**src/logic/soc_mem_pkg.sv**
```systemverilog
package soc_mem_pkg;

    // bus widths
    localparam int addr_width = 32;
    localparam int data_width = 32;
    localparam int strb_width = data_width / 8;

    // region map, byte addresses
    // window sizes come from the word counts set at the top level
    localparam logic [addr_width-1:0] flash_start = 32'h3000_0000;
    localparam logic [addr_width-1:0] sdram_start = 32'ha000_0000;

    // one-word console data register
    localparam logic [addr_width-1:0] uart_addr = 32'h1000_0000;

    // axi response codes
    localparam logic [1:0] resp_okay   = 2'b00;
    localparam logic [1:0] resp_slverr = 2'b10;

endpackage

```
**src/logic/axi_read_channel.sv**
```systemverilog
`timescale 1ns/10ps

module axi_read_channel (
    input  logic                                clock,
    input  logic                                reset,
    input  logic [soc_mem_pkg::addr_width-1:0]  araddr,
    input  logic [7:0]                          arlen,
    input  logic                                arvalid,
    output logic                                arready,
    output logic [soc_mem_pkg::data_width-1:0]  rdata,
    output logic [1:0]                          rresp,
    output logic                                rlast,
    output logic                                rvalid,
    input  logic                                rready,
    output logic                                rd_en,
    output logic [soc_mem_pkg::addr_width-1:0]  rd_addr,
    input  logic [soc_mem_pkg::data_width-1:0]  rd_data,
    input  logic                                rd_err
);
    import soc_mem_pkg::*;

    typedef enum logic [1:0] {
        st_idle,
        st_issue,
        st_beat
    } state_t;

    state_t                 state;
    logic [addr_width-1:0]  beat_addr;
    // beats still to come after the current one
    logic [7:0]             beats_left;

    always_ff @(posedge clock) begin
        if (reset) begin
            state      <= st_idle;
            beats_left <= '0;
        end else begin
            case (state)
                st_idle: begin
                    if (arvalid) begin
                        state      <= st_issue;
                        beats_left <= arlen;
                    end
                end
                // one word read per beat
                st_issue: begin
                    state <= st_beat;
                end
                st_beat: begin
                    if (rready) begin
                        if (beats_left == 8'd0) begin
                            state <= st_idle;
                        end else begin
                            state      <= st_issue;
                            beats_left <= beats_left - 8'd1;
                        end
                    end
                end
                default: begin
                    state <= st_idle;
                end
            endcase
        end
    end

    // burst address, incr by one word per accepted beat
    always_ff @(posedge clock) begin
        if (arvalid && arready) begin
            beat_addr <= araddr;
        end else if (rvalid && rready && !rlast) begin
            beat_addr <= beat_addr + addr_width'(4);
        end
    end

    assign arready = (state == st_idle);
    assign rd_en   = (state == st_issue);
    assign rd_addr = beat_addr;
    assign rvalid  = (state == st_beat);
    assign rlast   = rvalid && (beats_left == 8'd0);

    // banks hold their output register between reads, so the beat holds under stall
    assign rdata = rd_data;
    assign rresp = rd_err ? resp_slverr : resp_okay;

    rdata_held_while_stalled : assert property (@(posedge clock) disable iff (reset)
        rvalid && !rready |=> rvalid && $stable(rdata) && $stable(rlast));

endmodule

```
**config.mk**
```make
export PLATFORM = sky130hd
export DESIGN_NAME = axi_read_channel
export DESIGN_NICKNAME = d
export VERILOG_FILES = /design/src/logic/soc_mem_pkg.sv /design/src/logic/axi_read_channel.sv
export SDC_FILE = /design/constraint.sdc
export NUM_CORES = 1
export LEC_CHECK = 0
export BUFFER_PORTS_ARGS = -buffer_cell sky130_fd_sc_hd__buf_4
export CAP_MARGIN = 20
export CORE_UTILIZATION = 40
export CTS_CLUSTER_SIZE = 16
export DETAILED_ROUTE_END_ITERATION = 12
export GPL_TIMING_DRIVEN = 1
export PLACE_DENSITY = 0.71
export SYNTH_ARGS = -nofsm -noshare
export SYNTH_HDL_FRONTEND = slang
export SYNTH_SLANG_ARGS = --single-unit
```
**constraint.sdc**
```tcl
create_clock -name clock -period 2.55 [get_ports clock]
set_input_delay 0 -clock clock [delete_from_list [all_inputs] [get_ports clock]]
set_output_delay 0 -clock clock [all_outputs]
set_load 0.02 [all_outputs]
```
* Word level (Yosys, flattened, before mapping)
Cells that the tools add are included.
Storage, ports and cells: register bits 42, memory bits (writable) 0, memories kept 0, logic and storage cells 32, output and inout port bits 70, ROM bits 0, input bits 77, bits in latches 0
Operators by class: bitwise operators 0, shift operators 0, $mul 0, $lt $le $gt $ge 0, reductions and logical operators 11, divide/modulo/power cells 0, add/sub/neg operators 2, mux-type cells 11, equal/unequal tests 5
Operator list (count):
- 32-bit two-way mux | 2
- 32-bit by 3-bit adder with 32-bit output, second input constant | 1
- 8-bit two-way mux | 3
- 8-bit case mux with 2 select lines | 1
- 8-bit zero test | 1
- 8-bit by 1-bit subtractor with 8-bit output, second input constant | 1
- 2-bit two-way mux | 3
- 2-bit case mux with 3 select lines | 1
- 1-bit logical AND | 4
- 2-bit inequality test, second input constant | 2
- 4-bit AND reduction | 1
- 2-bit nonzero test | 2
- 2-bit by 1-bit equality test with 1-bit output, second input constant | 1
- 2-bit equality test, second input constant | 1
- 2-bit zero test | 1
- 2-bit by 1-bit inequality test with 1-bit output, second input constant | 1
- 2-bit AND reduction | 1
- 1-bit zero test | 1
- 1-bit two-way mux | 1

* Depth between registers and ports, before layout
word-level depth 6, mapped depth 8, depth with buffers taken out 6

* Worst setup path after synthesis
OpenSTA, ideal clock, no wires.
kind flip-flop to flip-flop, start point register state[1], end point register beat_addr[10] (netlist: rd_addr[10]), enable pin, path buffers 1, stages on the path, launching flop included 7, data arrival time 1.830 ns, library setup time 0.387 ns, data required time 2.163 ns, clock period less this slack 2.217 ns, path slack 0.333 ns, path through dfxtp_1 > nor2_1 > nand2_1 > inv_1 > buf_4 > nor2_4 > inv_1
Between the ends: elaborated cells between the ends (all ways) 8, those cells by class eq/ne (1); reduce/logical (7)
RTL lines:
- start: declaration | line axi_read_channel.sv:28 | state_t state;
- start signal: assignment | line axi_read_channel.sv:35 | state <= st_idle;
- start signal: assignment | line axi_read_channel.sv:41 | state <= st_issue;
- start signal: assignment | line axi_read_channel.sv:47 | state <= st_beat;
- 2-bit zero test | line axi_read_channel.sv:75 | assign arready = (state == st_idle);
- via arready | line axi_read_channel.sv:9 | output logic arready,
- 1-bit logical AND | line axi_read_channel.sv:68 | if (arvalid && arready) begin
- 2-bit nonzero test (no source line)
- end signal: assignment | line axi_read_channel.sv:69 | beat_addr <= araddr;
- end signal: assignment | line axi_read_channel.sv:71 | beat_addr <= beat_addr + addr_width'(4);
- end: declaration | line axi_read_channel.sv:29 | logic [addr_width-1:0] beat_addr;
The timed path passes the listed nets, and every way through them passes these cells. A chain may end at the register's enable or synchronous reset.

* Worst setup path after layout
start point register beat_addr[4] (netlist: rd_addr[4]), end point register beat_addr[28] (netlist: rd_addr[28]), data pin
Between the ends: cells in the longest elaborated chain, start to end 3
Ends and longest elaborated chain:
- 32-bit by 3-bit adder with 32-bit output | line axi_read_channel.sv:71
- 32-bit two-way mux | line axi_read_channel.sv:70 | end else if (rvalid && rready && !rlast) begin
- 32-bit two-way mux | line axi_read_channel.sv:68
No other way between the ends. The select of a mux whose other input is x is not followed.

==> results.md <==
* # Max-Cap Violations at 0
* Starting density of the core at 42.31%
* Worst EP arrival at 2.30 ns
* Top cells by count, synth: nand2_1, buf_4, edfxtp_1, nand3_1, o21ai_0
* First-pass GRT wire length at 11.45 mm
* Grt ovf at 0
* Biggest area consumer among synthesized cells: edfxtp_1
* Min-Delay Path Class: input pin to register
* Chip Height at 87.70 um
* Final hold vios at 1
* Register area at 1161 um^2
* Max Root-Sink Buffers at 2
* Buf+Inv Stages, Crit Path at 0
* Clk Latency, worst-skew pair at 0.30 ns
* Slowest-stage cell, CP: and4_1
* PD cells at 539.1 nW/um^2
* HPWL Detailed at 5.159 mm
* Area grow syn2layout at 23.42%
* Inst Count DP at 451
* Boundary pin count at 147
* Die Wd at 87.70 um
* Worst hold stages at 3
* GPL Wtd Cong at 0.8592
* WL per Instance at 14.83 um
* Vias in the first global route at 2415
* Delay of the slowest cell on the worst path at 0.69 ns
* Top delay family on crit path: simple AND/OR/NAND/NOR gates
* CTS Buf Count at 5
* Min Hold Slack at -0.002444 ns
* Clock Sinks at 42
* Fill cells at 686
* Routed Antenna Nets at 0
* YS warnings at 0
* Async set-reset flop share out of synthesis at 0%
* Final setup vio count at 0
* Worst flop-to-flop path startpoint: rd_addr[4]
* EDFF count, synth at 32
* Worst r2r dst: rd_addr[28]
* Post-Syn Nets at 401
* Required @ worst endpoint at 2.72 ns
* Synth area leaders: edfxtp_1, buf_4, dfxtp_1
* Die ar. at 7691 um^2
* Port bufs at 79
* Hold Path Sink: rd_addr[8]
* HP Start: araddr[8]
* Antenna violations before repair at 0
* Startpoint Class: register
* Worst R2R Setup Slack at 0.42 ns
* Critical Path End Type: register
* Setup Total Neg Slack at 0 ns
* Gr usage total at 19.01%
* Netlist cell types at 51
* RSZ-0062 raised after global routing: false
* Main synth FF type: edfxtp_1
* Area of the multi-input gates at 1370 um^2
* Fraction of layout cells with a size suffix above 1 at 27.08%
* DRC at 0
* Max IR drop VDD at 0.2505 mV
* Register area share after synthesis at 39.52%
* CTS tree: built
* Post-route minimum period at 2.133 ns
* Clock root buffer: clkbuf_8
* Violated checks: negative hold slack
* Final WL at 7.117 mm
* Status: finished, violations left
* Cell with the most instances after synthesis: nand2_1
* Post-synth top area share at 32.71%
* Slew HR at 53.19%
* Peak Freq at 0.4689 GHz
* Synthesized flop and latch total at 42
* Detailed-route via count at 2605
* Mapped Area at 2938 um^2
* Fin Clk Skew at 0.01480 ns
* Synth Instances at 321
* Worst Tran Pin Value at 0.7022 ns
* Leakage at 1.407 nW
* Reg clk slew, reported paths at 0.09 ns
* Worst path cell trace: and4_1 -> nand2_1 -> or4b_1 -> nand3_1
* Max-slew violation count at 0
* Worst reg-to-reg path cell count at 4
* Htree depth at 2
* Crit share post-route at 83.64%
* Std-Cell Rows at 30
* Diodes inserted at 0
* Post-synthesis area per instance at 9.152 um^2
* Drt initial violations at 152
* Area of the core at 6944 um^2
* Pin count of the biggest net entering global routing at 30
* Vias per cell at 5.427
* Nets at 463
* Pwr Total at 1.955 mW
* Non-Filler Instances at 480
* CP Max Fanout at 15
* Pre-Repair DR Iteration Count at 4
* WS Path Type: register to register
cells in the final DEF (no fill, tap or decap), types with 5 or more instances in the layout:
cell,n
dlygate4sd3_1,21
a21oi_1,13
nand3_1,23
buf_4,86
and4_1,6
dfxtp_1,10
inv_1,8
xor2_1,9
nand2_1,39
or3_1,5
clkbuf_8,5
nand4_1,7
a31oi_1,9
or4_1,10
edfxtp_1,32
o211ai_1,8
nor2_1,15
o21ai_0,18
registers in the layout, indices dropped and copies added, names as in the netlist:
name / count
state: 2
rd_addr: 32
beats_left: 8
tightest hold or removal path, cell delays in order:
cell and delay, ns:
buf_4 0.08, nand2_1 0.04, o21ai_0 0.07
kinds of logic after synthesis:
family	share of synthesized area [%]
AND/OR/NAND/NOR	26.75
AO/OA/AOI/OAI	15.20
buffers and inverters	13.84
flip-flops	39.52
XOR/XNOR	3.280
adder cells (fa/ha/maj)	1.278
other	0.1276
worst max path at each step:
stage | startpoint | endpoint | slack (ns) | cells after the start
after floorplan | state[1] | rd_addr[10] | 0.33 | 6
after global placement | rd_addr[4] | rd_addr[28] | 0.54 | 4
after detailed placement | rd_addr[4] | rd_addr[28] | 0.45 | 4
after CTS | rd_addr[4] | rd_addr[28] | 0.43 | 4
after global routing | rd_addr[4] | rd_addr[28] | 0.27 | 4
final | rd_addr[4] | rd_addr[28] | 0.42 | 4
metrics by stage:
| step | setup slack [ns] | instance area, um^2 | hold slack, ns | util, % |
|---|---|---|---|---|
| final | 0.4173 | 3626 | -0.002444 | 52.22 |
| after global routing | 0.2664 | 3626 | 0.00002923 | 52.22 |
| after CTS | 0.4345 | 3626 | 0.0001367 | 52.22 |
| after detailed placement | 0.4544 | 3331 | 0.0001367 | 47.96 |
| after global placement | 0.5353 | 3331 | 0.0001367 | 47.96 |
| after floorplan | 0.3328 | 2938 | 0.1126 | - |
area by class of cell:
| class | instances | share of cell area (%) |
|---|---|---|
| Clock inverter | 3 | 0.4486 |
| Inverter | 9 | 0.9317 |
| Tap cell | 96 | 3.313 |
| Clock buffer | 5 | 1.898 |
| Sequential cell | 42 | 32.02 |
| Multi-Input combinational cell | 218 | 37.78 |
| Timing Repair Buffer | 107 | 23.60 |
metal layers:
metal | routed length, um | part of all wire (%) | global-route usage, % | vias up
li1 | - | - | - | 1288
met1 | 3237 | 45 | 24.82 | 1224
met5 | 0 | 0 | 0 | -
met2 | 3338 | 47 | 31.57 | 81
met4 | 96 | 1.3 | 5.365 | 0
met3 | 444 | 6.2 | 4.241 | 12
what timing repair did:
item                                    in CTS  in global routing
gates resized for setup                      0                  0
endpoints found under the hold margin       25                  0
endpoints found under the setup margin       0                  0
buffers inserted                             0                  0
hold buffers                                21                  0
power breakdown:
group	switching [mW]	total, mW	internal [mW]
Clock	0.245	0.433	0.188
Sequential	0.0892	0.930	0.841
Combinational	0.329	0.591	0.262
Note: power is estimated with default switching activity, not from simulation.
