File: config.mk
export PLATFORM = sky130hd
export DESIGN_NAME = axi_write_channel
export DESIGN_NICKNAME = d
export VERILOG_FILES = /design/src/logic/soc_mem_pkg.sv /design/src/logic/axi_write_channel.sv
export SDC_FILE = /design/constraint.sdc
export NUM_CORES = 1
export LEC_CHECK = 0
export BUFFER_PORTS_ARGS = -buffer_cell sky130_fd_sc_hd__buf_2
export CAP_MARGIN = 20
export CELL_PAD_IN_SITES_DETAIL_PLACEMENT = 1
export CELL_PAD_IN_SITES_GLOBAL_PLACEMENT = 1
export CORE_MARGIN = 5
export CORE_UTILIZATION = 30
export CTS_BUF_LIST = sky130_fd_sc_hd__clkbuf_2 sky130_fd_sc_hd__clkbuf_4 sky130_fd_sc_hd__clkbuf_8
export DETAILED_ROUTE_END_ITERATION = 8
export MAX_ROUTING_LAYER = met4
export PLACE_DENSITY = 0.86
export REMOVE_ABC_BUFFERS = 1
export SYNTH_ARGS = -nofsm -noshare
export SYNTH_HDL_FRONTEND = slang
export SYNTH_SLANG_ARGS = --single-unit
File: constraint.sdc
create_clock -name clock -period 2.5 [get_ports clock]
set_clock_uncertainty 0.15 [all_clocks]
set_input_delay 0.25 -clock clock [delete_from_list [all_inputs] [get_ports clock]]
set_output_delay 0.25 -clock clock [all_outputs]
set_load 0.03 [all_outputs]
File: src/logic/soc_mem_pkg.sv
package soc_mem_pkg;

    // bus widths
    localparam int addr_width = 32;
    localparam int data_width = 32;
    localparam int strb_width = data_width / 8;

    // region map, byte addresses
    // window sizes come from the word counts set at the top level
    localparam logic [addr_width-1:0] flash_start = 32'h3000_0000;
    localparam logic [addr_width-1:0] sdram_start = 32'ha000_0000;

    // one-word console data register
    localparam logic [addr_width-1:0] uart_addr = 32'h1000_0000;

    // axi response codes
    localparam logic [1:0] resp_okay   = 2'b00;
    localparam logic [1:0] resp_slverr = 2'b10;

endpackage

File: src/logic/axi_write_channel.sv
`timescale 1ns/10ps

module axi_write_channel (
    input  logic                                clock,
    input  logic                                reset,
    input  logic [soc_mem_pkg::addr_width-1:0]  awaddr,
    input  logic                                awvalid,
    output logic                                awready,
    input  logic [soc_mem_pkg::data_width-1:0]  wdata,
    input  logic [soc_mem_pkg::strb_width-1:0]  wstrb,
    input  logic                                wvalid,
    output logic                                wready,
    output logic [1:0]                          bresp,
    output logic                                bvalid,
    input  logic                                bready,
    output logic                                wr_en,
    output logic [soc_mem_pkg::addr_width-1:0]  wr_addr,
    output logic [soc_mem_pkg::data_width-1:0]  wr_data,
    output logic [soc_mem_pkg::strb_width-1:0]  wr_strb,
    input  logic                                wr_err
);
    import soc_mem_pkg::*;

    // holding registers for the two request channels
    logic                   aw_full;
    logic                   w_full;
    logic [addr_width-1:0]  aw_addr_q;
    logic [data_width-1:0]  w_data_q;
    logic [strb_width-1:0]  w_strb_q;

    logic aw_take;
    logic w_take;
    logic b_done;

    assign aw_take = awvalid && awready;
    assign w_take  = wvalid && wready;
    assign b_done  = bvalid && bready;

    always_ff @(posedge clock) begin
        if (reset) begin
            aw_full <= 1'b0;
            w_full  <= 1'b0;
            bvalid  <= 1'b0;
            bresp   <= resp_okay;
        end else begin
            if (aw_take) begin
                aw_full <= 1'b1;
            end
            if (w_take) begin
                w_full <= 1'b1;
            end
            // response follows the single write cycle
            if (wr_en) begin
                bvalid <= 1'b1;
                bresp  <= wr_err ? resp_slverr : resp_okay;
            end
            // both slots free up once the master has seen b
            if (b_done) begin
                bvalid  <= 1'b0;
                aw_full <= 1'b0;
                w_full  <= 1'b0;
            end
        end
    end

    always_ff @(posedge clock) begin
        if (aw_take) begin
            aw_addr_q <= awaddr;
        end
        if (w_take) begin
            w_data_q <= wdata;
            w_strb_q <= wstrb;
        end
    end

    assign awready = !aw_full;
    assign wready  = !w_full;

    // fires once, bvalid blocks a repeat until the slots are cleared
    assign wr_en   = aw_full && w_full && !bvalid;
    assign wr_addr = aw_addr_q;
    assign wr_data = w_data_q;
    assign wr_strb = w_strb_q;

    bvalid_held_until_bready : assert property (@(posedge clock) disable iff (reset)
        bvalid && !bready |=> bvalid && $stable(bresp));

endmodule

# == Yosys cells after proc, flatten, opt, wreduce, memory -nomap -nowiden ==
# Index checks and enable logic that the tools add are counted.
# word_totals
output_inout_bits,74
inputBits,74
ff_bits,73
wordCells,17
# op_classes
n_reduce_logical,9
mux,1
# op_table
op,count
1-bit logical AND,5
1-bit zero test,3
2-bit 2-to-1 mux,1
2-bit OR reduction,1

# == Longest topological paths before layout ==
# Gate-level depths: netlist of run 1.
# logic_depth
word_depth,2
ltp_mapped,2
mapped_depth_nobuf,2

# == Worst setup path before layout of run 1 ==
# Ideal clock, no wire load.
# synth_timing
path_type,register to register
from,reg w_full
to,"reg w_data_q[0], in the netlist wr_data[0] (enable)"
t_arrival_ns,1.951
path_stages_with_launch,2
required_time_ns,1.916
n_path_buf,0
synth_period_minus_slack_ns,2.535
slack_ns,-0.035
path_cell_list,dfxtp_1 -> nor2b_1
# synth_via
elab_chain_len,2
# synth_rtl
item,line,rtl
from (decl),axi_write_channel.sv:26,logic w_full;
from (signal assigned),axi_write_channel.sv:42,w_full <= 1'b0;
from (signal assigned),axi_write_channel.sv:50,w_full <= 1'b1;
from (signal assigned),axi_write_channel.sv:61,w_full <= 1'b0;
1-bit zero test,axi_write_channel.sv:77,assign wready = !w_full;
1-bit logical AND,axi_write_channel.sv:36,assign w_take = wvalid && wready;
named net w_take,axi_write_channel.sv:32,logic w_take;
to (signal assigned),axi_write_channel.sv:71,w_data_q <= wdata;
to (decl),axi_write_channel.sv:28,logic [data_width-1:0] w_data_q;
# The timed path passes the listed nets, and every way through them passes these cells.
# A chain may end at the register's enable or synchronous reset.

# == Worst setup path after layout of run 1 ==
# layout_timing
from,reg w_full
to,out wr_en
# layout_via
elab_chain_len,2
# layout_rtl
item,line,rtl
1-bit logical AND (2 in a row),axi_write_channel.sv:80,assign wr_en = aw_full && w_full && !bvalid;
to (decl),axi_write_channel.sv:16,"output logic wr_en,"
# Every way passes these cells.

==> results of run 1 <==
==> sequential cells by signal, summed over array words and instances (netlist names) <==
register  flops
aw_full       1
wr_data      32
wr_strb       4
bvalid        1
w_full        1
wr_addr      32
bresp         1
==> critical path, delay by kind of cell (launching register included) <==
family	cells	cell delay [ps]
and+or+nand+nor	1	250
buffers and inverters	1	200
DFF	1	430
==> final cells by class <==
class	instances	share of cell area [%]
Multi-Input combinational cell	12	2.51
Clock inverter	7	1.75
Timing Repair Buffer	218	36.2
Sequential cell	72	53.1
Inverter	2	0.188
Clock buffer	9	3.10
Tap cell	99	3.10
==> power groups by stage <==
stage	registers [W]	clock network, W	logic, W
after floorplan	0.00158	0	0.0000390
after global placement	0.00144	0	0.000300
after detailed placement	0.00145	0	0.000307
after CTS	0.00142	0.000912	0.000392
after global routing	0.00143	0.000972	0.000420
final	0.00142	0.000876	0.000395
==> routing by layer <==
metal	part of all wire, %	vias to the layer above	global-route usage (%)
met2	50	111	26.6
li1	-	793	-
met3	10	8	5.63
met5	0	-	-
met4	0.81	0	4.62
met1	38	788	15.4
==> placed cells by master, fill, tap and decap left out, drive strengths merged <==
master	instances
a21oi	1
and3b	1
buf	148
bufinv	1
clkbuf	9
clkinv	2
clkinvlp	3
conb	1
dfxtp	4
dlygate4sd3	70
edfxtp	68
inv	3
mux2i	1
nand2b	2
nor2b	3
o21a	2
o21ba	1
==> per-stage QoR <==
stage / instance area [µm²] / util [%] / hold slack [ps] / worst slack (ps)
6_report: 3990 / 55.1 / 42.4 / 895
5_1_grt: 3990 / 55.1 / 40.8 / 815
4_1_cts: 3990 / 55.1 / 22.1 / 862
3_5_place_dp: 3100 / 42.7 / 278 / 1120
3_3_place_gp: 3100 / 42.7 / 276 / 1150
2_1_floorplan: 2220 / - / 199 / -34.6
==> kinds of logic (layout without fill, tap and decap cells) <==
logic type / after synthesis / count (layout) / share of synthesized area (%)
AO/OA/AOI/OAI: 4 / 4 / 1.35
flip-flops: 72 / 72 / 95.3
buffers and inverters: 3 / 236 / 0.674
other: 1 / 1 / 0.168
AND/OR/NAND/NOR: 6 / 6 / 2.08
multiplexers: 1 / 1 / 0.449
==> worst max path at each step <==
stage | end | slack, ps
after floorplan | wr_data[0] | -30
after global placement | wr_data[19] | 1150
after detailed placement | wr_data[16] | 1120
after CTS | wr_en | 860
after global routing | wr_en | 820
final | wr_en | 890
==> repair_timing <==
action | CTS | global route
hold buffers | 70 | 0
hold endpoints to repair | 70 | 0
endpoints found under the setup margin | 0 | 0
==> impl_metrics.csv, run 1 <==
group,metric,value,unit
sta,slew_violations,0,
drt,vias,1700,
clock_network,cts_buffers,9,
worst_setup_path,crit_type,"flop to output pin",
final_layout,syn_to_final_growth,79.3,%
placement,dp_cells,333,
clock_network,cts-root-buf,"clkbuf_8",
clock_network,cts-resized-gates,0,
pwr,power_switching,0.000668,W
worst_setup_path,crit_start,"w_full",
grt,grt_pass1_vias,1981,
min_path,hold_end,"bresp[1]",
run,cap_violations,0,
worst_setup_path,cp.arrival,1210,ps
clock_network,cts_tree,"done",
clock_network,postCtsSetupBuffers,0,
final_layout,multi_input_area,100,µm²
synthesis,yosys_warnings,0,
min_path,hp-start,"wr_err",
pwr,p_seq_share,52.8,%
placement,io_buffers,146,
pwr,switching_share,24.8,%
floorplanning,rows,31,
clock_network,clock_path_buffers,2,
worst_setup_path,worstSetupStartpointType,"flop",
synthesis,synth_top_area_share,91.7,%
synthesis,synth_ff_type,"edfxtp_1",
final_layout,fillCellCount,713,
min_path,hold_depth,3,
drt,drt_pass1_iterations,4,
min_path,worstHoldPathType,"primary input to flop",
final_layout,layout.cells.non_filler,419,
clock_network,htree_levels,3,
pwr,p_per_area,674,nW/µm²
sta,finalCritPeriodShare,64.2,%
synthesis,synth_edf_count,68,
worst_setup_path,r2r-end,"wr_data[31]",
sta,rsz0062_at_grt,"false",
drt,post_drt_wl_per_cell,16.1,µm
worst_setup_path,cpPeakStageDelay,430,ps
synthesis,yosysMostFrequentCell,"edfxtp_1",
clock_network,clk_latency,330,ps
worst_setup_path,r2r-start,"w_full",
grt,overflow,0,
placement,dp_hpwl,4180,µm
sta,fin_tns_setup,0,ps
synthesis,synth_seq_cells,72,
worst_setup_path,path_cells,"and3b_4 > buf_2",
worst_setup_path,rrSetupSlack,1130,ps
synthesis,syn_area_per_cell,25.6,µm²
synthesis,synth_common_cells,"68 x edfxtp_1, 4 x dfxtp_1",
floorplanning,die-width,96.2,µm
floorplanning,start_util,30.7,%
synthesis,async_flop_share,0,%
synthesis,yosys-top-cells-area,"edfxtp_1 92%, dfxtp_1 3.6%, o21a_1 0.67%, and3b_4 0.56%, nand2b_1 0.56%",
sta,setup_viol,0,
drt,via_per_inst,4.06,
drt,drc,0,
synthesis,synth_cell_type_count,13,
final_layout,register_area,2120,µm²
worst_setup_path,cpMaxStageDelayCell,"dfxtp_1",
synthesis,syn_area,2230,µm²
grt,track_usage,15.0,%
final_layout,drive_above_1_share,52.2,%
floorplanning,ios,148,
pwr,power_frac_comb,14.7,%
sta,period_needed,1610,ps
synthesis,synthCells,87,
placement,place_congestion,0.707,
pwr,internal_power,0.00202,W
clock_network,clk_pin_slew_worst_paths,70,ps
grt,grt_start_max_net_pins,37,
worst_setup_path,end_kind,"output pin",
worst_setup_path,reg2reg_depth,2,
grt,grt_antenna_before_repair,0,
final_layout,n_antenna_cell,0,
drt,drt_iter0_drc,50,
worst_setup_path,worstPathMaxFanout,4,
grt,grt_pass1_wl,9830,µm
drt,routed_wl,6760,µm
pwr,total_power,0.00269,W
final_layout,final_nets,389,
pwr,leakage,1.70,nW
pwr,clockPowerShare,32.6,%
sta,hold_viol_final,0,
floorplanning,coreArea,7250,µm²
drt,ant_nets,0,
floorplanning,die_h,96.2,µm
pwr,ir_drop,377,µV
clock_network,clock_sinks,72,
floorplanning,die_area,9250,µm²
sta,fmax,623,MHz
worst_setup_path,crit_required,2100,ps
synthesis,synth_top_area_cell,"edfxtp_1",
run_status,outcome,"complete, no violations",
synthesis,yosysSeqAreaShare,95.3,%
Note: power is estimated with default switching activity, not from simulation.
==> run 2, diff against run 1 <==
Settings changed: ABC_AREA set to 1, CORE_UTILIZATION 30 to 33, PLACE_DENSITY 0.86 to 0.89.
Clock period 2.5 ns to 1.5 ns, I/O delays scaled along.
==> run 2 against run 1 <==
  * First-iteration DRC count up 12%
  * Power up 76%
  * Largest power group unchanged
  * Global-route usage up 5.6 points
  * Combinational power up 83%
  * Critical endpoint unchanged
  * Die area down 8.5%
==> impl_metrics.csv, run 2 <==
group,metric,value,unit
drt,met1Wirelength,3090,µm
grt,overflow,0,
synthesis,synth_ff_type,"edfxtp_1",
synthesis,yosys-top-cells-area,"edfxtp_1 92%, dfxtp_1 3.6%, inv_1 1.4%, a21oi_1 0.68%, nand2_1 0.68%",
worst_setup_path,cp.arrival,1140,ps
final_layout,n_antenna_cell,0,
drt,wl_met3,866,µm
synthesis,synth_top_area_share,92.0,%
final_layout,final_nets,400,
pwr,p_per_area,1170,nW/µm²
min_path,hp-start,"wdata[19]",
pwr,internal_power,0.00355,W
sta,hold_viol_final,0,
sta,finalCritPeriodShare,95.7,%
pwr,ir_drop,706,µV
final_layout,drive_above_1_share,50.8,%
worst_setup_path,path_cells,"nand3_2 > inv_1 > clkbuf_4",
clock_network,clock_sinks,72,
drt,vias,1792,
worst_setup_path,worstSetupStartpointType,"flop",
worst_setup_path,crit_type,"flop to output pin",
grt,grt_pass1_vias,2087,
synthesis,synth_edf_count,68,
worst_setup_path,cpPeakStageDelay,430,ps
clock_network,cts-root-buf,"clkbuf_8",
synthesis,yosys_warnings,0,
drt,via_per_inst,4.39,
worst_setup_path,crit_buf_inv,2,
worst_setup_path,crit_family,"flip-flops",
grt,grt_start_max_net_pins,37,
worst_setup_path,reg2reg_depth,2,
synthesis,synth_cell_type_count,9,
sta,layout_setup_ws,64.7,ps
floorplanning,start_util,34.3,%
synthesis,yosysMostFrequentCell,"edfxtp_1",
min_path,hold_end,"wr_data[19]",
sta,period_needed,1440,ps
synthesis,synth_common_cells,"68 x edfxtp_1, 8 x inv_1, 4 x dfxtp_1, 4 x nand2_1, 4 x nor2_1",
synthesis,yosysSeqAreaShare,95.7,%
worst_setup_path,worstPathMaxFanout,3,
floorplanning,ios,148,
synthesis,syn_area,2220,µm²
drt,drt_pass1_iterations,4,
sta,setup_viol,0,
worst_setup_path,crit_required,1200,ps
final_layout,syn_to_final_growth,82.4,%
sta,fmax,697,MHz
pwr,power_frac_comb,15.3,%
final_layout,layout.cells.non_filler,408,
drt,top_layer_used,"met4",
clock_network,htree_levels,3,
grt,track_usage,20.7,%
worst_setup_path,r2r-start,"aw_full",
floorplanning,die_area,8460,µm²
floorplanning,die_h,92.0,µm
floorplanning,rows,29,
placement,dp_cells,318,
worst_setup_path,cpMaxStageDelayCell,"dfxtp_1",
min_path,hold_depth,2,
run_status,outcome,"complete, no violations",
worst_setup_path,crit_cells,3,
grt,grt_pass1_wl,12300,µm
synthesis,synthCells,94,
worst_setup_path,end_kind,"output pin",
clock_network,clk_latency,330,ps
clock_network,clock_path_buffers,2,
drt,post_drt_wl_per_cell,20.5,µm
worst_setup_path,r2r-end,"wr_addr[21]",
drt,drt_iter0_drc,56,
final_layout,final_common_cell,"buf_2",
synthesis,async_flop_share,0,%
clock_network,cts_buffers,9,
placement,io_buffers,146,
pwr,clockPowerShare,34.4,%
min_path,worstHoldPathType,"primary input to flop",
synthesis,synth_top_area_cell,"edfxtp_1",
pwr,leakage,1.75,nW
pwr,p_seq_share,50.3,%
sta,rsz0062_at_grt,"false",
floorplanning,die-width,92.0,µm
clock_network,cts_tree,"done",
synthesis,synth_seq_cells,72,
final_layout,layout_common_cells,"145 x buf_2, 73 x dlygate4sd3_1, 68 x edfxtp_1",
pwr,total_power,0.00473,W
sta,slew_violations,0,
pwr,power_switching,0.00118,W
synthesis,syn_area_per_cell,23.6,µm²
placement,dp_slack,320,ps
worst_setup_path,rrSetupSlack,190,ps
drt,ant_nets,0,
drt,routed_wl,8380,µm
sta,fin_tns_setup,0,ps
floorplanning,coreArea,6460,µm²
placement,place_congestion,0.714,
drt,drc,0,
run,cap_violations,0,
drt,route.met2.wl,4360,µm
pwr,switching_share,25.0,%
clock_network,clk_pin_slew_worst_paths,80,ps
grt,grt_antenna_before_repair,0,
run 2: cell types whose count changed in the layout (fill, tap and decap cells not counted), sizes merged, moves of 2 or more:
cell / previous run / this run
dlygate4sd3: 70 / 73
a21oi: 1 / 3
nor2: 0 / 4
inv: 3 / 8
nand2b: 2 / 0
nand2: 0 / 4
o21a: 2 / 0
nor2b: 3 / 0
run 2: cells by family after synthesis:
group / count (synthesis) / synth area share (%)
AOI/OAI and AO/OA: 3 / 0.677
other: 1 / 0.169
and+or+nand+nor: 9 / 1.80
DFF: 72 / 95.7
buffers and inverters: 9 / 1.69
run 2: how the worst max path moves through the flow:
stage | startpoint | to
2_1_floorplan | w_full | wr_data[0]
3_3_place_gp | w_full | wr_data[14]
3_5_place_dp | aw_full | wr_addr[19]
4_1_cts | w_full | wr_en
5_1_grt | bvalid | wr_en
6_report | aw_full | wr_en
run 2: metrics by stage:
stage	util [%]	area [µm²]	hold slack, ps
finish	62.7	4050	375
global route	62.7	4050	361
CTS	62.7	4050	355
detailed placement	47.8	3090	178
global placement	47.8	3090	176
floorplan	-	2210	98.9
run 2: timing repair:
action	in CTS	in global routing
hold buffers	75	0
resized for setup	0	4
buffers inserted	0	1
setup endpoints to repair	0	3
hold endpoints to repair	72	0
run 2: layout make-up:
class | count | area [µm²]
Inverter | 8 | 30.0
Clock buffer | 9 | 124
Clock inverter | 7 | 86.3
Multi-Input combinational cell | 13 | 75.1
Timing Repair Buffer | 222 | 1510
Sequential cell | 72 | 2120
Fill cell | 626 | 2410
Tap cell | 77 | 96.3
run 2: power by group through the flow:
| stage | Sequential, W | Combinational, W | Clock, W |
|---|---|---|---|
| finish | 0.00238 | 0.000723 | 0.00163 |
| global route | 0.00239 | 0.000761 | 0.00176 |
| CTS | 0.00237 | 0.000702 | 0.00164 |
| detailed placement | 0.00242 | 0.000547 | 0 |
| global placement | 0.00241 | 0.000531 | 0 |
| floorplan | 0.00265 | 0.0000668 | 0 |
run 2: routing by layer:
layer / GRT usage, % / vias up
met5: - / -
met4: 6.81 / 0
met3: 8.27 / 8
met2: 35.9 / 128
met1: 21.4 / 842
li1: - / 814
